## src/source/dbg_layout_pkg.sv

```systemverilog
package dbg_layout_pkg;

  //////////////////////////////////////////////////////////////////////
  // Basic widths
  //////////////////////////////////////////////////////////////////////

  localparam int BYTE_W         = 8;                      // Serial output width
  localparam int WORD_W         = 32;                     // Processor word
  localparam int BYTES_PER_WORD = WORD_W / BYTE_W;        // 4 lanes per word
  localparam int LANE_W         = $clog2(BYTES_PER_WORD); // Byte lane select bits

  //////////////////////////////////////////////////////////////////////
  // Snapshot contents
  //////////////////////////////////////////////////////////////////////

  localparam int NUM_GPR       = 8; // Registers 0..7 only
  localparam int NUM_MEM_WORDS = 2; // Data memory words 0..1

  // Word positions inside the snapshot, in dump order
  localparam int IDX_GPR0    = 0;                  // First general register
  localparam int IDX_CTRL    = IDX_GPR0 + NUM_GPR; // Packed control word, 8
  localparam int IDX_POST_PC = IDX_CTRL + 1;       // 9
  localparam int IDX_INSTR   = IDX_POST_PC + 1;    // 10
  localparam int IDX_MEM0    = IDX_INSTR + 1;      // 11

  localparam int NUM_WORDS = IDX_MEM0 + NUM_MEM_WORDS;    // 13 words
  localparam int NUM_BYTES = NUM_WORDS * BYTES_PER_WORD;  // 52 bytes

  //////////////////////////////////////////////////////////////////////
  // Read pointer
  //////////////////////////////////////////////////////////////////////

  localparam int PTR_W  = $clog2(NUM_BYTES); // 6 bits covers 0..51
  localparam int WIDX_W = PTR_W - LANE_W;    // Upper pointer bits pick the word

endpackage

```

## src/source/dbg_ctrl_pkg.sv

```systemverilog
package dbg_ctrl_pkg;

  //////////////////////////////////////////////////////////////////////
  // Tag constants
  //////////////////////////////////////////////////////////////////////

  // Fixed markers so a host can spot the control bytes in the dump
  localparam logic [2:0] TAG_IDEX1 = 3'b101;   // ID/EX one-bit controls
  localparam logic [2:0] TAG_EX    = 3'b010;   // EX stage controls
  localparam logic [4:0] TAG_MEM   = 5'b00110; // MEM stage controls

  //////////////////////////////////////////////////////////////////////
  // Control bytes
  //////////////////////////////////////////////////////////////////////

  // ID/EX two-bit controls, no tag
  typedef struct packed {
    logic [1:0] pad;        // Always zero
    logic [1:0] reg_dst;
    logic [1:0] mem_to_reg;
    logic [1:0] alu_op;
  } ctrl_idex2_t;

  // ID/EX one-bit controls
  typedef struct packed {
    logic [2:0] tag;        // TAG_IDEX1
    logic       branch;
    logic       mem_read;
    logic       mem_write;
    logic       alu_src;
    logic       reg_write;
  } ctrl_idex1_t;

  typedef struct packed {
    logic [2:0] tag;        // TAG_EX
    logic       mem_read;
    logic       mem_write;
    logic       reg_write;
    logic [1:0] mem_to_reg;
  } ctrl_ex_t;

  typedef struct packed {
    logic [4:0] tag;        // TAG_MEM
    logic       reg_write;
    logic [1:0] mem_to_reg;
  } ctrl_mem_t;

  // Byte order as dumped, idex2 goes out first
  typedef struct packed {
    ctrl_idex2_t idex2;     // Bits 31:24
    ctrl_idex1_t idex1;     // Bits 23:16
    ctrl_ex_t    ex;        // Bits 15:8
    ctrl_mem_t   mem;       // Bits 7:0
  } ctrl_fields_t;

  // Filled by field, shipped as a plain word
  typedef union packed {
    ctrl_fields_t                        fields;
    logic [dbg_layout_pkg::WORD_W-1:0] raw;
  } ctrl_word_t;

endpackage

```

## src/source/snapshot_capture.sv

```systemverilog
module snapshot_capture (
  input  logic                                                        clk,
  input  logic                                                        rst_n,
  input  logic                                                        capture,
  input  logic                                                        empty,
  // Register file
  input  logic [dbg_layout_pkg::NUM_GPR-1:0][dbg_layout_pkg::WORD_W-1:0] gpr,
  // ID/EX controls
  input  logic                                                        branch_id,
  input  logic                                                        mem_read_id,
  input  logic                                                        mem_write_id,
  input  logic                                                        alu_src_id,
  input  logic                                                        reg_write_id,
  input  logic [1:0]                                                  reg_dst_id,
  input  logic [1:0]                                                  mem_to_reg_id,
  input  logic [1:0]                                                  alu_op_id,
  // EX stage controls
  input  logic                                                        mem_read_ex,
  input  logic                                                        mem_write_ex,
  input  logic                                                        reg_write_ex,
  input  logic [1:0]                                                  mem_to_reg_ex,
  // MEM stage controls
  input  logic                                                        reg_write_mem,
  input  logic [1:0]                                                  mem_to_reg_mem,
  // Fetch state
  input  logic [dbg_layout_pkg::WORD_W-1:0]                           post_pc,
  input  logic [dbg_layout_pkg::WORD_W-1:0]                           instruction,
  // Data memory
  input  logic [dbg_layout_pkg::NUM_MEM_WORDS-1:0][dbg_layout_pkg::WORD_W-1:0] mem_word,
  output logic [dbg_layout_pkg::NUM_WORDS-1:0][dbg_layout_pkg::WORD_W-1:0] snap_words,
  output logic                                                        snap_loaded
);

  dbg_ctrl_pkg::ctrl_word_t ctrl_word; // Four tagged control bytes
  logic                     accept;    // Capture taken this edge

  //////////////////////////////////////////////////////////////////////
  // Control word assembly
  //////////////////////////////////////////////////////////////////////

  always_comb
  begin
    ctrl_word.fields.idex2.pad        = 2'b00;               // Top bits stay clear
    ctrl_word.fields.idex2.reg_dst    = reg_dst_id;
    ctrl_word.fields.idex2.mem_to_reg = mem_to_reg_id;
    ctrl_word.fields.idex2.alu_op     = alu_op_id;

    ctrl_word.fields.idex1.tag        = dbg_ctrl_pkg::TAG_IDEX1;
    ctrl_word.fields.idex1.branch     = branch_id;
    ctrl_word.fields.idex1.mem_read   = mem_read_id;
    ctrl_word.fields.idex1.mem_write  = mem_write_id;
    ctrl_word.fields.idex1.alu_src    = alu_src_id;
    ctrl_word.fields.idex1.reg_write  = reg_write_id;

    ctrl_word.fields.ex.tag           = dbg_ctrl_pkg::TAG_EX;
    ctrl_word.fields.ex.mem_read      = mem_read_ex;
    ctrl_word.fields.ex.mem_write     = mem_write_ex;
    ctrl_word.fields.ex.reg_write     = reg_write_ex;
    ctrl_word.fields.ex.mem_to_reg    = mem_to_reg_ex;

    ctrl_word.fields.mem.tag          = dbg_ctrl_pkg::TAG_MEM;
    ctrl_word.fields.mem.reg_write    = reg_write_mem;
    ctrl_word.fields.mem.mem_to_reg   = mem_to_reg_mem;
  end

  // Only an idle buffer takes a new picture
  assign accept = capture && empty;

  //////////////////////////////////////////////////////////////////////
  // Snapshot store
  //////////////////////////////////////////////////////////////////////

  always_ff @(posedge clk)
  begin
    if (accept)
    begin
      for (int i = 0; i < dbg_layout_pkg::NUM_GPR; i++)
      begin
        snap_words[dbg_layout_pkg::IDX_GPR0 + i] <= gpr[i]; // Registers 0..7
      end
      snap_words[dbg_layout_pkg::IDX_CTRL]    <= ctrl_word.raw;
      snap_words[dbg_layout_pkg::IDX_POST_PC] <= post_pc;
      snap_words[dbg_layout_pkg::IDX_INSTR]   <= instruction;
      for (int j = 0; j < dbg_layout_pkg::NUM_MEM_WORDS; j++)
      begin
        snap_words[dbg_layout_pkg::IDX_MEM0 + j] <= mem_word[j]; // Memory words last
      end
    end
  end

  // One-cycle strobe that starts the serializer
  always_ff @(posedge clk)
  begin
    if (!rst_n)
      snap_loaded <= 1'b0;
    else
      snap_loaded <= accept;
  end

endmodule

```

## src/source/snapshot_serializer.sv

```systemverilog
module snapshot_serializer (
  input  logic                                                          clk,
  input  logic                                                          rst_n,
  input  logic                                                          snap_loaded,
  input  logic                                                          rd,
  input  logic [dbg_layout_pkg::NUM_WORDS-1:0][dbg_layout_pkg::WORD_W-1:0] snap_words,
  output logic [dbg_layout_pkg::BYTE_W-1:0]                             r_data,
  output logic                                                          empty
);

  logic [dbg_layout_pkg::PTR_W-1:0]  ptr;      // Next byte to hand out
  logic [dbg_layout_pkg::WIDX_W-1:0] word_idx; // Word under the pointer
  logic [dbg_layout_pkg::LANE_W-1:0] lane;     // Byte lane, 0 is the MSB lane
  logic [dbg_layout_pkg::WORD_W-1:0] cur_word;
  logic                              rd_ok;    // Accepted read strobe
  logic                              last_byte;

  assign rd_ok     = rd && !empty;
  assign last_byte = (ptr == dbg_layout_pkg::PTR_W'(dbg_layout_pkg::NUM_BYTES - 1));

  //////////////////////////////////////////////////////////////////////
  // Pointer and empty flag
  //////////////////////////////////////////////////////////////////////

  always_ff @(posedge clk)
  begin
    if (!rst_n)
    begin
      ptr   <= '0;
      empty <= 1'b1;                 // Nothing to read out of reset
    end
    else if (snap_loaded && empty)
    begin
      ptr   <= '0;                   // Fresh picture starts at byte 0
      empty <= 1'b0;
    end
    else if (rd_ok)
    begin
      if (last_byte)
      begin
        ptr   <= '0;                 // Park at 0 for the next dump
        empty <= 1'b1;
      end
      else
      begin
        ptr <= ptr + 1'b1;
      end
    end
  end

  //////////////////////////////////////////////////////////////////////
  // Byte select
  //////////////////////////////////////////////////////////////////////

  assign word_idx = ptr[dbg_layout_pkg::PTR_W-1:dbg_layout_pkg::LANE_W];
  assign lane     = ptr[dbg_layout_pkg::LANE_W-1:0];
  assign cur_word = snap_words[word_idx];

  // Lane 0 maps to bits 31:24, so each word leaves MSB first
  always_comb
  begin
    r_data = '0;
    for (int k = 0; k < dbg_layout_pkg::BYTES_PER_WORD; k++)
    begin
      if (lane == dbg_layout_pkg::LANE_W'(k))
        r_data = cur_word[(dbg_layout_pkg::BYTES_PER_WORD - 1 - k) * dbg_layout_pkg::BYTE_W
                          +: dbg_layout_pkg::BYTE_W];
    end
  end

endmodule

```

## src/source/pipeline_debug_dump.sv

```systemverilog
module pipeline_debug_dump (
  input  logic                                                        clk,
  input  logic                                                        rst_n,
  input  logic                                                        capture,
  input  logic                                                        rd,
  input  logic [dbg_layout_pkg::NUM_GPR-1:0][dbg_layout_pkg::WORD_W-1:0] gpr,
  input  logic                                                        branch_id,
  input  logic                                                        mem_read_id,
  input  logic                                                        mem_write_id,
  input  logic                                                        alu_src_id,
  input  logic                                                        reg_write_id,
  input  logic [1:0]                                                  reg_dst_id,
  input  logic [1:0]                                                  mem_to_reg_id,
  input  logic [1:0]                                                  alu_op_id,
  input  logic                                                        mem_read_ex,
  input  logic                                                        mem_write_ex,
  input  logic                                                        reg_write_ex,
  input  logic [1:0]                                                  mem_to_reg_ex,
  input  logic                                                        reg_write_mem,
  input  logic [1:0]                                                  mem_to_reg_mem,
  input  logic [dbg_layout_pkg::WORD_W-1:0]                           post_pc,
  input  logic [dbg_layout_pkg::WORD_W-1:0]                           instruction,
  input  logic [dbg_layout_pkg::NUM_MEM_WORDS-1:0][dbg_layout_pkg::WORD_W-1:0] mem_word,
  output logic [dbg_layout_pkg::BYTE_W-1:0]                           r_data,
  output logic                                                        empty
);

  //////////////////////////////////////////////////////////////////////
  // Stage to stage wires
  //////////////////////////////////////////////////////////////////////

  logic [dbg_layout_pkg::NUM_WORDS-1:0][dbg_layout_pkg::WORD_W-1:0] snap_words; // Frozen picture
  logic                                                            snap_loaded; // New picture

  // Stage 1, freezes the machine state
  snapshot_capture i_capture (
    .clk            (clk),
    .rst_n          (rst_n),
    .capture        (capture),
    .empty          (empty),          // Gates new captures
    .gpr            (gpr),
    .branch_id      (branch_id),
    .mem_read_id    (mem_read_id),
    .mem_write_id   (mem_write_id),
    .alu_src_id     (alu_src_id),
    .reg_write_id   (reg_write_id),
    .reg_dst_id     (reg_dst_id),
    .mem_to_reg_id  (mem_to_reg_id),
    .alu_op_id      (alu_op_id),
    .mem_read_ex    (mem_read_ex),
    .mem_write_ex   (mem_write_ex),
    .reg_write_ex   (reg_write_ex),
    .mem_to_reg_ex  (mem_to_reg_ex),
    .reg_write_mem  (reg_write_mem),
    .mem_to_reg_mem (mem_to_reg_mem),
    .post_pc        (post_pc),
    .instruction    (instruction),
    .mem_word       (mem_word),
    .snap_words     (snap_words),
    .snap_loaded    (snap_loaded)
  );

  // Stage 2, byte stream out
  snapshot_serializer i_serializer (
    .clk         (clk),
    .rst_n       (rst_n),
    .snap_loaded (snap_loaded),
    .rd          (rd),
    .snap_words  (snap_words),
    .r_data      (r_data),
    .empty       (empty)
  );

endmodule

```

## config.mk

```make
export PLATFORM = sky130hd
export DESIGN_NAME = pipeline_debug_dump
export DESIGN_NICKNAME = d
export VERILOG_FILES = /design/src/source/dbg_layout_pkg.sv /design/src/source/dbg_ctrl_pkg.sv /design/src/source/snapshot_capture.sv /design/src/source/snapshot_serializer.sv /design/src/source/pipeline_debug_dump.sv
export SDC_FILE = /design/constraint.sdc
export NUM_CORES = 1
export LEC_CHECK = 0
export BUFFER_PORTS_ARGS = -buffer_cell sky130_fd_sc_hd__buf_2
export CAP_MARGIN = 20
export CORE_ASPECT_RATIO = 1.5
export CORE_UTILIZATION = 30
export DETAILED_ROUTE_END_ITERATION = 7
export SETUP_SLACK_MARGIN = 0.3
export SLEW_MARGIN = 25
export SYNTH_ARGS = -nofsm -noshare
export SYNTH_HDL_FRONTEND = slang
export SYNTH_HIERARCHICAL = 1
export SYNTH_SLANG_ARGS = --single-unit
export TNS_END_PERCENT = 5
```

## constraint.sdc

```tcl
create_clock -name clk -period 11.7 [get_ports clk]
set_clock_uncertainty 0.15 [all_clocks]
set_input_delay 1.17 -clock clk [delete_from_list [all_inputs] [get_ports clk]]
set_output_delay 1.17 -clock clk [all_outputs]
set_load 0.1 [all_outputs]
```

# == Word level (Yosys, flattened, before mapping) ==
# Cells that the tools add are included.
# word_totals
reg_bits,411
wordCells,42
# classes
n_addsub,1
order_cmp,1
eq_ne,4
muxes,10
n_bitwise,1
reduce_logical,9
# ops
op,n
$bmux 32 s4,1
$mux 32,1
$mux 8,4
$add 6x1->6 const B,1
$eq 6x6->1 const B,1
$mux 6,1
$lt 4x5->1 const B,1
$eq 2x2->1 const B,2
$reduce_bool 2->1,2
$logic_and 1x1->1,3
$mux 1,3
$eq 2x1->1 const B,1
$logic_not 2->1,1
$reduce_and 2->1,1
$reduce_or 2->1,1
$logic_not 1->1,1
$not 1->1,1

# == Depth between registers and ports, before layout ==
# Gate-level depths: netlist of the first run.
# depth
ltp_word,6
ltp_mapped,9
mapped_depth_nobuf,7

# == By module ==
# The synthesis of the first run kept the hierarchy.
# modules_own_cells
module,n_inst,cells_per_inst,area_per_inst_um2,seq_area_each_um2
snapshot_capture,1,421,12239.2,12121.6
snapshot_serializer,1,421,3925.0,140.1

# == Worst setup path after synthesis of the first run ==
# OpenSTA, ideal clock, no wires.
# synth_timing
kind,flip-flop to flip-flop
from,reg i_serializer.empty
to,"reg i_capture/snap_words[0] (netlist bit), enable pin"
setup_ns,0.816
arrival_time_ns,10.248
t_required_ns,10.734
path_slack_ns,0.486
stages_incl_launch_ff,2
path_buffers,0
cell_sequence,dfxtp_1 and2_1
# synth_via
elab_chain_cells,1
# synth_rtl
item,line_no,text
from (decl),snapshot_serializer.sv:8,output logic empty
from (signal assigned),snapshot_serializer.sv:30,empty <= 1'b1;
from (signal assigned),snapshot_serializer.sv:35,empty <= 1'b0;
from (signal assigned),snapshot_serializer.sv:42,empty <= 1'b1;
$logic_and 1x1->1,snapshot_capture.sv:67,assign accept = capture && empty;
named net i_capture.accept,snapshot_capture.sv:35,logic accept;
"to (signal, indexed assignment)",snapshot_capture.sv:79,snap_words[dbg_layout_pkg::IDX_GPR0 + i] <= gpr[i];
"to (signal, indexed assignment)",snapshot_capture.sv:81,snap_words[dbg_layout_pkg::IDX_CTRL] <= ctrl_word.raw;
"to (signal, indexed assignment)",snapshot_capture.sv:82,snap_words[dbg_layout_pkg::IDX_POST_PC] <= post_pc;
to (decl),snapshot_capture.sv:30,"output logic [dbg_layout_pkg::NUM_WORDS-1:0][dbg_layout_pkg::WORD_W-1:0] snap_words,"
# The timed path passes the listed nets, and every way through them passes these cells.
# A chain may end at the register's enable or synchronous reset.

# == Worst setup path after layout of the first run ==
# layout_timing
from,reg i_serializer/ptr[2] (netlist bit)
to,out r_data[7] (netlist bit)
# layout_via
elab_chain_cells,6
# layout_rtl
item,line_no,text
from (decl),snapshot_serializer.sv:11,logic [dbg_layout_pkg::PTR_W-1:0] ptr;
from (signal assigned),snapshot_serializer.sv:46,ptr <= ptr + 1'b1;
$bmux 32 s4 *,snapshot_serializer.sv:57,assign cur_word = snap_words[word_idx];
$mux 32 (not written as such) *,snapshot_serializer.sv:57,
$mux 8 (3 in series),snapshot_serializer.sv:65,if (lane == dbg_layout_pkg::LANE_W'(k))
$mux 8 *,snapshot_serializer.sv:65,
to (decl),pipeline_debug_dump.sv:24,"output logic [dbg_layout_pkg::BYTE_W-1:0] r_data,"
# Mark *: on every way between the ends. The rest lies on a longest branch, timed or not. The select of a mux whose other input is x is not followed.

==> run summary, run 1 <==
Setup violations remaining at the end of the flow were counted as 0. Relative to the synthesized area, the layout overhead comes to 25.4%. The commonest non-fill, non-tap cell in the layout is sky130_fd_sc_hd__buf_2. The post-detailed-placement half-perimeter wirelength is 33500 um.

The sequential share of power is 0.539. The fraction of power consumed by the clock network came out at 0.396. The upper clock frequency limit came out at 169 MHz. After synthesis, the netlist uses 40 different library cells. At the pin with the least slew margin, the transition time is 975 ps. Along the worst hold path, the cell count comes to 1. The worst slack at placement came out at 6160 ps. The count of buffers added by post-CTS timing repair for setup came out at 0. The number of clock sinks seen by CTS is 411. The total CTS buffers is 42. The tightest min-delay check is of the flop to flop type. The worst endpoint data arrival time came out at 4590 ps. The delay of the slowest critical-path stage is 760 ps.

Once the clock tree was built, the resizer swapped 0 gates to a different size. The cell with the largest stage delay on the worst path is sky130_fd_sc_hd__dfxtp_4. The final critical-path setup slack came out at 5790 ps.

The final setup TNS is 0 ps. The count of max-cap constraint violations is 0. Synthesis produced a netlist whose cell count is 842. Of all nets on the critical path, the largest fanout is 48. The total I/O pin count is 416. The count of buffers added on input and output ports is 415. The buffer levels on the longest clock path came out at 3. The ratio of cells with drive above 1 in the final layout is 0.451. The die width came out at 192 um. In this run the critical register-to-register path is launched from i_serializer/ptr[5]. The startpoint identified for the worst hold timing path is i_serializer/empty.

The number of max-slew violations in the final report is 0. The number of enable flip-flop cells after synthesis came out at 403. STA classifies the critical path startpoint as a flop.

The part of the Yosys area used for sequential elements is 0.759. The cell area power density is 161 nW/um^2. The number of nets at the end of the flow is 1672. Once detail routing completed, the nets flagged for antenna violations numbered 0.

The tree is rooted in a sky130_fd_sc_hd__clkbuf_16. The switching power summed over all nets came out at 743 uW. The library cells used most frequently in the layout, excluding fill and tap cells, are 415 x sky130_fd_sc_hd__buf_2, 403 x sky130_fd_sc_hd__edfxtp_1, 60 x sky130_fd_sc_hd__mux2i_1. Together, buffers and inverters on the worst path number 3.

The mapped cell area is 16200 sq um. The die covers 54800 sq um. Of the total power, the share spent switching nets is 0.228. The fraction of the cycle the final worst path needs came out at 0.505. The via count of the first global-routing pass is 10100.

The worst-skew pair later-pin latency came out at 580 ps. The class of the most critical setup path is flop to primary output. The final critical delay including setup and external delays is 5910 ps. The number of H-tree branching levels is 2. The overflow left after global routing came out at 0. The number of cells on the worst reg-to-reg path is 5. The run finished with clean final reports. The core footprint is 53000 sq um. A synthesized cell averages 19.2 sq um. After floorplanning, the core was divided into 103 placement rows. The initial cell density of the core is 0.305.

The analysis attributes to cell leakage a power of 7.17 nW. The async set-reset flop share out of synthesis came out at 0. The initial antenna violation count came to 8. The worst setup path is captured at a primary output. The register-to-register setup slack is 8600 ps.

The endpoint identified for the worst register-to-register timing path is i_serializer/ptr[2]. The first-pass GRT wire length is 64700 um. The length of the first detailed-routing pass in iterations is 5. The share of total power dissipated in combinational logic is 0.066. The kind of cell with the highest combined delay on the critical path is buffers and inverters. The routed via count is 9369. The peak supply drop came out at 0.142 mV.

The critical path runs through a total of 8 cells. In the final routed layout, each cell accounts on average for 23.0 um. The internal power of the cells totals 2.51 mW.

The count of hold buffers inserted by post-cts repair came out at 0. In the global route stage, overall resource usage came out at 0.165. TritonCTS built the clock tree. Counting stages on the worst path, the most repeated cell is sky130_fd_sc_hd__buf_4. The count of final hold-check violations is 0. Setup repair after global routing left no endpoint under its margin. The worst hold endpoint is i_capture/snap_loaded.

The number of vias per cell after detailed routing is 4.72. After the first detailed-routing iteration, the DRC count stood at 490. The die extent in y is 286 um.

The critical path goes through buf_4 > buf_4 > and2_0 > nand2_1 > nand3_1 > a221oi_1 > o31ai_1 > buf_2. Headroom to the max-slew limit came out at 0.350. The clock transition time at the flip-flop clock pins of the worst setup and hold paths came out at 60 ps.

The largest net degree at the start of global routing came out at 205. After detailed routing, the number of remaining DRC violations is 0. The required arrival time at the worst endpoint came out at 10380 ps. In this run, synthesis produced a sequential element count of 411.

The count of synthesis-stage warnings from yosys is 6. The final RePlAce weighted congestion is 0.819. For this run, the leading register cell type out of synthesis is sky130_fd_sc_hd__edfxtp_1. The final layout contains routed wiring with a total length of 45700 um.
synthesized netlist by cell type, types with 12 or more instances:
library cell | instances | area [sq um]
sky130_fd_sc_hd__edfxtp_1 | 403 | 12100
sky130_fd_sc_hd__mux2i_1 | 60 | 601
sky130_fd_sc_hd__mux4_2 | 58 | 1310
sky130_fd_sc_hd__mux2_2 | 31 | 349
sky130_fd_sc_hd__nand2_1 | 31 | 116
sky130_fd_sc_hd__nor2_1 | 25 | 93.8
sky130_fd_sc_hd__buf_2 | 24 | 120
sky130_fd_sc_hd__o22ai_1 | 22 | 138
sky130_fd_sc_hd__buf_4 | 18 | 135
sky130_fd_sc_hd__a22oi_1 | 16 | 120
sky130_fd_sc_hd__o21ai_0 | 16 | 80.1
sky130_fd_sc_hd__nand2b_1 | 12 | 75.1
through the flow:
step | std cells | power [mW] | area [sq um] | util | hold WS [ps]
detailed placement | 1897 | 2.00 | 18900 | 0.357 | 394
floorplan | 853 | 1.91 | 16200 | - | 368
global route | 1984 | 3.37 | 20300 | 0.383 | 422
CTS | 1974 | 3.30 | 20200 | 0.381 | 413
finish | 1984 | 3.26 | 20300 | 0.383 | 407
global placement | 1897 | 2.00 | 18900 | 0.357 | 383
area by class of cell:
class / instances / area (sq um)
diodes: 8 / 20.0
clock buffers: 52 / 1090
clock inverters: 25 / 218
fillers: 4919 / 32700
inverters: 3 / 11.3
multi-input cells: 379 / 3610
flip-flops and latches: 411 / 12300
well taps: 682 / 853
repair buffers: 424 / 2200
kinds of logic after synthesis:
kind of cell    Yosys count  share of synthesized area
mux                     149                      0.140
other cells               2                   0.000465
compound gates          106                     0.0452
fa+ha+maj                 4                    0.00310
xor+xnor                  5                    0.00271
flops                   411                      0.759
buf+inv                  63                     0.0207
simple gates            102                     0.0297
routing by layer:
layer,global-route usage,wire (um),vias up
met5,0,0,-
met4,0.0653,1320,0
met3,0.0319,2550,68
met2,0.304,25300,340
met1,0.183,16500,4712
li1,-,-,4249
power groups by stage:
stage	Combinational (mW)	Clock, mW	Sequential, mW
floorplan	0.101	0	1.81
global placement	0.214	0	1.78
detailed placement	0.217	0	1.79
CTS	0.218	1.33	1.76
global route	0.231	1.38	1.76
finish	0.214	1.29	1.75
flip-flops by register name (all words and copies together), names as in the netlist:
register               count
i_capture/snap_loaded      1
i_capture/snap_words     403
i_serializer/empty         1
i_serializer/ptr           6
worst max-delay path by stage:
stage                             start                       to  slack, ps
finish              i_serializer/ptr[2]                r_data[7]       5790
CTS                 i_serializer/ptr[2]                r_data[7]       5530
global placement    i_serializer/ptr[2]                r_data[7]       6180
detailed placement  i_serializer/ptr[2]                r_data[7]       6160
floorplan            i_serializer/empty  i_capture/snap_words[0]        490
global route        i_serializer/ptr[2]                r_data[7]       5380
Note: power is estimated with default switching activity, not from simulation.
==> run 2: changes to the inputs <==
==> constraint.sdc (replaced) <==
create_clock -name clk -period 5.65 [get_ports clk]
set_clock_uncertainty 0.15 [all_clocks]
set_input_delay 0.565 -clock clk [delete_from_list [all_inputs] [get_ports clk]]
set_output_delay 0.565 -clock clk [all_outputs]
set_load 0.1 [all_outputs]
==> run 2 against run 1 <==
Against the previous run: register-to-register slack got worse by 5600 ps; global-route usage grew 0.75 points; clock power up 130%; routed wire length rose by 5.3%; design area is 11% higher; die area unchanged.
==> run summary, run 2 (same netlist as run 1, synthesis figures left out) <==
The buffer levels on the longest clock path came out at 3 (unchanged). The number of clock sinks seen by CTS is 411 (unchanged). The fill cell total of the finished layout came out at 4719 (was 4919). The largest net degree at the start of global routing was 153 (was 205). The count of routing violations after the opening detailed-route iteration came out at 567 (was 490). The count of buffers added by post-CTS timing repair for setup came to 0 (unchanged). The count of final hold-check violations came out at 0 (unchanged).

The die extent in y was 286 um (unchanged). The overflow left after global routing is 0 (unchanged). The length of the first detailed-routing pass in iterations came out at 5 (unchanged).

The number of standard-cell rows in the floorplan came to 103 (unchanged). The routed via count is 10200 (was 9369). The total internal power came out at 5.57 mW (was 2.51 mW). The die footprint came out at 54800 sq um (unchanged). The per-cell routed wire length came out at 22.0 um (was 23.0 um). The total I/O pin count is 416 (unchanged). Largest registers: i_capture/snap_words: 403 flops, i_serializer/ptr: 6 flops (unchanged). The number of nets at the end of the flow is 1876 (was 1672). The initial antenna violation count is 16 (was 8). The worst-skew pair later-pin latency was 570 ps (was 580 ps).

The start point of the critical path was i_serializer/ptr[5] (was i_serializer/ptr[2]). Result of the run: finished, final reports clean (unchanged). RSZ-0062 raised after global routing: false (unchanged).

The final RePlAce weighted congestion is 0.816 (was 0.819). The flip-flop count of the largest register, all copies and words added is 403 (unchanged). The die width is 192 um (unchanged).

The total global-route track usage is 0.172 (was 0.165). The worst slack at placement came out at 1620 ps (was 6160 ps). The residual DRC count came to 0 (unchanged). The cell area power density came out at 317 nW/um^2 (was 161 nW/um^2). The number of H-tree branching levels came to 2 (unchanged). The share of power burned in combinational logic came out at 0.079 (was 0.066). The count of max-cap constraint violations is 0 (unchanged). Most frequent cells in the layout: 415 x sky130_fd_sc_hd__buf_2, 403 x sky130_fd_sc_hd__edfxtp_1, 205 x sky130_fd_sc_hd__dlygate4sd3_1 (was 415 x sky130_fd_sc_hd__buf_2, 403 x sky130_fd_sc_hd__edfxtp_1, 60 x sky130_fd_sc_hd__mux2i_1). The required arrival time at the worst endpoint is 4930 ps (was 10380 ps). The ratio of cells with drive above 1 in the final layout is 0.390 (was 0.451). The cell at the root of the clock tree is sky130_fd_sc_hd__clkbuf_16 (unchanged).

The largest fanout on the critical path came out at 27 (was 48). The clock tree from TritonCTS is done (unchanged). The switching power summed over all nets came out at 1.55 mW (was 743 uW). The first-pass GRT wire length came to 68100 um (was 64700 um).

The final setup TNS came to 0 ps (unchanged). The via count of the first global-routing pass came to 11200 (was 10100). The tightest slew margin relative to the limit is 0.354 (was 0.350). The element type at the critical path start is a flop (unchanged).

The final critical-path setup slack came out at 1170 ps (was 5790 ps). The number of input and output port buffers inserted came out at 415 (unchanged). The register containing the most flip-flops in the final layout is i_capture/snap_words (unchanged).

The number of max-slew violations in the final report came out at 0 (unchanged). The class of the most critical setup path is flop to primary output (unchanged). The hold path startpoint is gpr[148] (was i_serializer/empty).

The commonest non-fill, non-tap cell in the layout is sky130_fd_sc_hd__buf_2 (unchanged). The transition time at the pin with the least slew margin is 968 ps (was 975 ps). The worst endpoint data arrival time is 3770 ps (was 4590 ps).

The initial cell density of the core came out at 0.305 (unchanged). The switching share of power is 0.218 (was 0.228). The total detailed-routing wirelength is 48100 um (was 45700 um). The post-detailed-placement half-perimeter wirelength is 33400 um (was 33500 um). The number of vias per cell after detailed routing came out at 4.67 (was 4.72). The upper clock frequency limit is 223 MHz.

The total setup violations reported at the end of the flow came out at 0 (unchanged). The leakage power is 8.08 nW (was 7.17 nW). The final critical delay including setup and external delays came out at 4480 ps.

The multi-input logic area is 3610 sq um (unchanged). The residual antenna-violating net count after detailed routing came to 0 (unchanged). The peak supply drop came out at 0.276 mV (was 0.142 mV). The type of element capturing the critical path is a primary output (unchanged). The sequential share of power is 0.510 (was 0.539). The area taken by flip-flops and latches is 12300 sq um (about the same). The total CTS buffers is 42 (unchanged).

The fraction of the cycle the final worst path needs came out at 0.793. The fraction of power consumed by the clock network came out at 0.411 (was 0.396). The clock transition time at the flip-flop clock pins of the worst setup and hold paths is 60 ps (about the same). The core footprint is 53000 sq um (unchanged). The signed area change from the synthesized netlist to the final layout came out at 38.8% (was 25.4%).

The critical register-to-register path startpoint was i_serializer/empty (was i_serializer/ptr[5]). The class of the worst hold path was input port to flop (was flop to flop).
[run 2: power by group through the flow]
stage          registers, mW  clock network [mW]  logic [mW]
6_report                3.63                2.93       0.565
3_5_place_dp            3.69                   0       0.447
4_1_cts                 3.63                3.00       0.569
5_1_grt                 3.65                3.10       0.601
3_3_place_gp            3.69                   0       0.441
2_1_floorplan           3.69                   0       0.210
[run 2: metrics by stage]
step / area (sq um) / power, mW / hold slack (ps) / std cells / util
2_1_floorplan: 16200 / 3.90 / 368 / 853 / -
3_5_place_dp: 18900 / 4.14 / 393 / 1898 / 0.357
5_1_grt: 22400 / 7.35 / 3.50 / 2189 / 0.424
3_3_place_gp: 18900 / 4.13 / 384 / 1898 / 0.357
6_report: 22400 / 7.12 / 22.9 / 2189 / 0.424
4_1_cts: 22400 / 7.19 / 0.0402 / 2180 / 0.423
[run 2: what timing repair did]
item,4_1_cts,5_1_grt
hold buffers,205,0
endpoints found under the hold margin,205,0
gates resized for setup,0,0
[run 2: path summary, 6_finish.rpt]
kind                                     to  slack (ps)  depth (start not counted)
setup / recovery                  r_data[2]        1170                          7
hold / removal    i_capture/snap_words[148]          20                          1
setup reg to reg  i_capture/snap_words[378]        2980                          2
hold reg to reg          i_serializer/empty         430                          2
[run 2: area by class of cell]
cell class,instances,share of cell area
timing repair buffer,628,0.188
tap,682,0.0380
clock buffer,47,0.0505
inverter,3,0.000502
antenna,9,0.00100
multi-input combinational,379,0.161
sequential,411,0.547
clock inverter,30,0.0137
[run 2: worst max-delay path, cell delays in order (launching register included)]
cell and delay (ps):
sky130_fd_sc_hd__dfxtp_2 670, sky130_fd_sc_hd__nand2b_1 430, sky130_fd_sc_hd__nor2_2 700, sky130_fd_sc_hd__a22oi_1 230
sky130_fd_sc_hd__nand3_1 140, sky130_fd_sc_hd__a221oi_1 60, sky130_fd_sc_hd__o31ai_1 440, sky130_fd_sc_hd__buf_2 520
[run 2: routing by layer]
layer	up-vias	GRT usage	share of wire
li1	4653	-	-
met1	5036	0.186	0.36
met2	419	0.314	0.54
met3	108	0.0396	0.062
met4	14	0.0786	0.039
met5	-	0	0.0019
==> run 3: changes to the inputs <==
--- a/config.mk
+++ b/config.mk
@@ -5,6 +5,7 @@
 export SDC_FILE = /design/constraint.sdc
 export NUM_CORES = 1
 export LEC_CHECK = 0
+export ABC_AREA = 1
 export BUFFER_PORTS_ARGS = -buffer_cell sky130_fd_sc_hd__buf_2
 export CAP_MARGIN = 20
 export CORE_ASPECT_RATIO = 1.5
==> constraint.sdc (replaced) <==
create_clock -name clk -period 4.5 [get_ports clk]
set_clock_uncertainty 0.15 [all_clocks]
set_input_delay 0.45 -clock clk [delete_from_list [all_inputs] [get_ports clk]]
set_output_delay 0.45 -clock clk [all_outputs]
set_load 0.1 [all_outputs]
==> run 3 against run 2 <==
Against the previous run: largest power group unchanged; critical path depth did not move; design area rose by 13%; final cell count rose by 42%; synthesized cell count rose by 79%; core utilization rose by 2.9 points; combinational power rose by 63%; count of clock-buffer cells in the layout rose by 5; non-clock buffer count rose by 212; worst setup slack got worse by 570 ps; power rose by 27%; largest cell class unchanged; first-iteration DRC count rose by 34%.
==> run summary, run 3 <==
The mapped cell area came to 17100 sq um (was 16200 sq um). The count of routing violations after the opening detailed-route iteration is 760 (was 567). The residual DRC count is 0 (unchanged). The XOR/XNOR share of the synthesized area is 0.00102 (was 0.00271). The number of standard-cell rows in the floorplan is 106 (was 103). The die extent in y is 295 um (was 286 um).

The cell area power density is 355 nW/um^2 (was 317 nW/um^2). Result of the run: finished, final reports clean (unchanged). The worst-skew pair later-pin latency is 560 ps (was 570 ps). The number of input and output port buffers inserted came out at 415 (unchanged).

The final RePlAce weighted congestion came out at 0.884 (was 0.816). The class of the worst hold path is input port to flop (unchanged). The filler-free cell count of the finished design is 3104 (was 2189). The final critical delay including setup and external delays came out at 3900 ps. The mean instance size in the synthesized netlist is 11.4 sq um (was 19.2 sq um). The count of synthesis-stage warnings from yosys is 6 (unchanged). The total setup violations reported at the end of the flow is 0 (unchanged). The ratio of cells with drive above 1 in the final layout came out at 0.221 (was 0.390). The peak supply drop came out at 0.335 mV (was 0.276 mV). Dividing the final minimum period by the clock period gives 0.867.

The leakage power is 10.7 nW (was 8.08 nW). The length of the first detailed-routing pass in iterations came out at 5 (unchanged). The utilization after layout is 0.453 (was 0.424). The number of clock sinks seen by CTS came out at 411 (unchanged). The flip-flop count of the largest register, all copies and words added was 403 (unchanged). The unique cell type count in the Yosys netlist is 30 (was 40). The die width is 197 um (was 192 um).

The cell count after placement came out at 2608 (was 1898). The buffer levels on the longest clock path came out at 3 (unchanged). The worst slack at placement came out at 996 ps (was 1620 ps). The count of final hold-check violations was 0 (unchanged). The post-synthesis share of cell area spent on full adders, half adders and majority gates came out at 0.00292 (was 0.00310). The element type at the critical path start was a flop (unchanged). The largest net degree at the start of global routing is 173 (was 153). The largest fanout on the critical path is 50 (was 27). RSZ-0062 raised after global routing: false (unchanged). The signed area change from the synthesized netlist to the final layout is 48.3% (was 38.8%). The total detailed-routing wirelength was 62000 um (was 48100 um).

The most frequently used flop master after synthesis was sky130_fd_sc_hd__edfxtp_1 (unchanged). The worst hold margin is 175 ps (was 22.9 ps). The post-CTS resize count is 0 (unchanged). The worst endpoint data arrival time came out at 3300 ps (was 3770 ps). The initial cell density of the core came to 0.306 (was 0.305). The total of flip-flops plus latches after synthesis is 411 (unchanged).

The number of H-tree branching levels is 2 (unchanged). The transition time at the pin with the least slew margin came out at 996 ps (was 968 ps). The post-synthesis compound-gate area fraction came out at 0.0546 (was 0.0452). The async set-reset flop share out of synthesis came out at 0 (unchanged). The via count of the first global-routing pass came out at 15200 (was 11200). The register containing the most flip-flops in the final layout was i_capture/snap_words (unchanged). The first-pass GRT wire length was 90100 um (was 68100 um). The final cell area excluding filler cells was 25400 sq um (was 22400 sq um). The upper clock frequency limit is 256 MHz. The final setup TNS came out at 0 ps (unchanged). The clock transition time at the flip-flop clock pins of the worst setup and hold paths came out at 60 ps (about the same). The per-cell routed wire length was 20.0 um (was 22.0 um).

The area after detailed placement came out at 19900 sq um (was 18900 sq um). The part of the Yosys area used for sequential elements is 0.715 (was 0.759). The number of nets at the end of the flow is 2714 (was 1876). The die footprint is 58100 sq um (was 54800 sq um).

The type of element capturing the critical path is a primary output (unchanged). Most frequent cells in the layout: 414 x sky130_fd_sc_hd__nand2_1, 414 x sky130_fd_sc_hd__buf_2, 405 x sky130_fd_sc_hd__dlygate4sd3_1 (was 415 x sky130_fd_sc_hd__buf_2, 403 x sky130_fd_sc_hd__edfxtp_1, 205 x sky130_fd_sc_hd__dlygate4sd3_1). The dominant cell type by area after synthesis is sky130_fd_sc_hd__edfxtp_1 (unchanged).

The number of standard cells after synthesis is 1507 (was 842). The cell at the root of the clock tree was sky130_fd_sc_hd__clkbuf_16 (unchanged). The core footprint is 56100 sq um (was 53000 sq um). The post-detailed-placement half-perimeter wirelength is 38100 um (was 33400 um). The overflow left after global routing is 0 (unchanged).

The number of max-slew violations in the final report is 0 (unchanged). The count of max-cap constraint violations came to 0 (unchanged). The simple logic cell fraction of the synthesized area is 0.166 (was 0.0297). The share of cell area taken by muxes after synthesis came to 0 (was 0.140). The required arrival time at the worst endpoint is 3900 ps (was 4930 ps). The class of the most critical setup path is flop to primary output (unchanged). The total I/O pin count is 416 (unchanged).

The area share of the leading cell type in the synthesized netlist came out at 0.706 (was 0.749). Top cells by area, synth: sky130_fd_sc_hd__edfxtp_1 71%, sky130_fd_sc_hd__nand2_1 9.1%, sky130_fd_sc_hd__nand3_1 3.9% (was sky130_fd_sc_hd__edfxtp_1 75%, sky130_fd_sc_hd__mux4_2 8.1%, sky130_fd_sc_hd__mux2i_1 3.7%). The tightest slew margin relative to the limit came out at 0.336 (was 0.354). Largest registers: i_capture/snap_words: 403 flops, i_serializer/ptr: 6 flops (unchanged). The total global-route track usage is 0.211 (was 0.172). The number of enable flip-flop cells after synthesis is 403 (unchanged). The residual antenna-violating net count after detailed routing is 0 (unchanged). The final critical-path setup slack came out at 599 ps (was 1170 ps).

The total CTS buffers came out at 43 (was 42). The routed via count is 14500 (was 10200). The clock tree from TritonCTS is done (unchanged). The main combinational cell family by area after synthesis was simple AND/OR/NAND/NOR gates (was multiplexers).

The initial antenna violation count came to 11 (was 16). Top post-synthesis cells by count: 415 x sky130_fd_sc_hd__nand2_1, 403 x sky130_fd_sc_hd__edfxtp_1, 134 x sky130_fd_sc_hd__nand3_1, 130 x sky130_fd_sc_hd__inv_1, 105 x sky130_fd_sc_hd__nor2_1 (was 403 x sky130_fd_sc_hd__edfxtp_1, 60 x sky130_fd_sc_hd__mux2i_1, 58 x sky130_fd_sc_hd__mux4_2, 31 x sky130_fd_sc_hd__mux2_2, 31 x sky130_fd_sc_hd__nand2_1). The most used standard cell by instance count after synthesis is sky130_fd_sc_hd__nand2_1 (was sky130_fd_sc_hd__edfxtp_1). The total power came out at 9.03 mW (was 7.12 mW). The number of vias per cell after detailed routing came out at 4.66 (was 4.67).
[run 3: path summary, 6_finish.rpt]
| kind | slack (ps) | to | cells past startpoint | from |
|---|---|---|---|---|
| hold / removal | 170 | i_serializer/ptr[0] | 4 | rd |
| hold reg to reg | 320 | i_serializer/empty | 1 | i_capture/snap_loaded |
| setup / recovery | 600 | r_data[1] | 7 | i_serializer/ptr[4] |
| setup reg to reg | 1930 | i_serializer/ptr[2] | 6 | i_serializer/ptr[4] |
[run 3: final cells by class]
| type | count | area (sq um) |
|---|---|---|
| Antenna cell | 11 | 27.5 |
| Clock buffer | 52 | 1130 |
| Clock inverter | 27 | 248 |
| Fill cell | 4998 | 30700 |
| Inverter | 132 | 505 |
| Multi-Input combinational cell | 875 | 3910 |
| Sequential cell | 411 | 12300 |
| Tap cell | 756 | 946 |
| Timing Repair Buffer | 840 | 6370 |
[run 3: metal layers]
metal  GRT usage  routed length (um)
met1       0.232               22800
met2       0.375               31900
met3      0.0356                3260
met4       0.135                4020
met5           0                  16
[run 3: repair_timing]
item                                    in CTS  in global routing
hold endpoints to repair                   404                  0
buffers inserted                             0                  1
hold buffers                               405                  0
endpoints found under the setup margin       0                  1
[run 3: worst max-delay path: stages (launching register included)]
cell                       delay [ps]
sky130_fd_sc_hd__dfxtp_2          330
sky130_fd_sc_hd__clkinv_2         620
sky130_fd_sc_hd__nor3_4           720
sky130_fd_sc_hd__nand2_1          120
sky130_fd_sc_hd__nand3_1          120
sky130_fd_sc_hd__nand3_1          150
sky130_fd_sc_hd__nand2_1          200
sky130_fd_sc_hd__buf_2            460
[run 3: kinds of logic after synthesis]
logic type	after synthesis
other cells	2
xor+xnor	2
compound gates	172
fa+ha+maj	4
flops	411
simple gates	684
buf+inv	232
[run 3: power breakdown]
group | total [mW] | switching [mW] | internal (mW)
combinational | 0.922 | 0.482 | 0.439
clock | 3.54 | 1.56 | 1.98
sequential | 4.57 | 0.0752 | 4.50
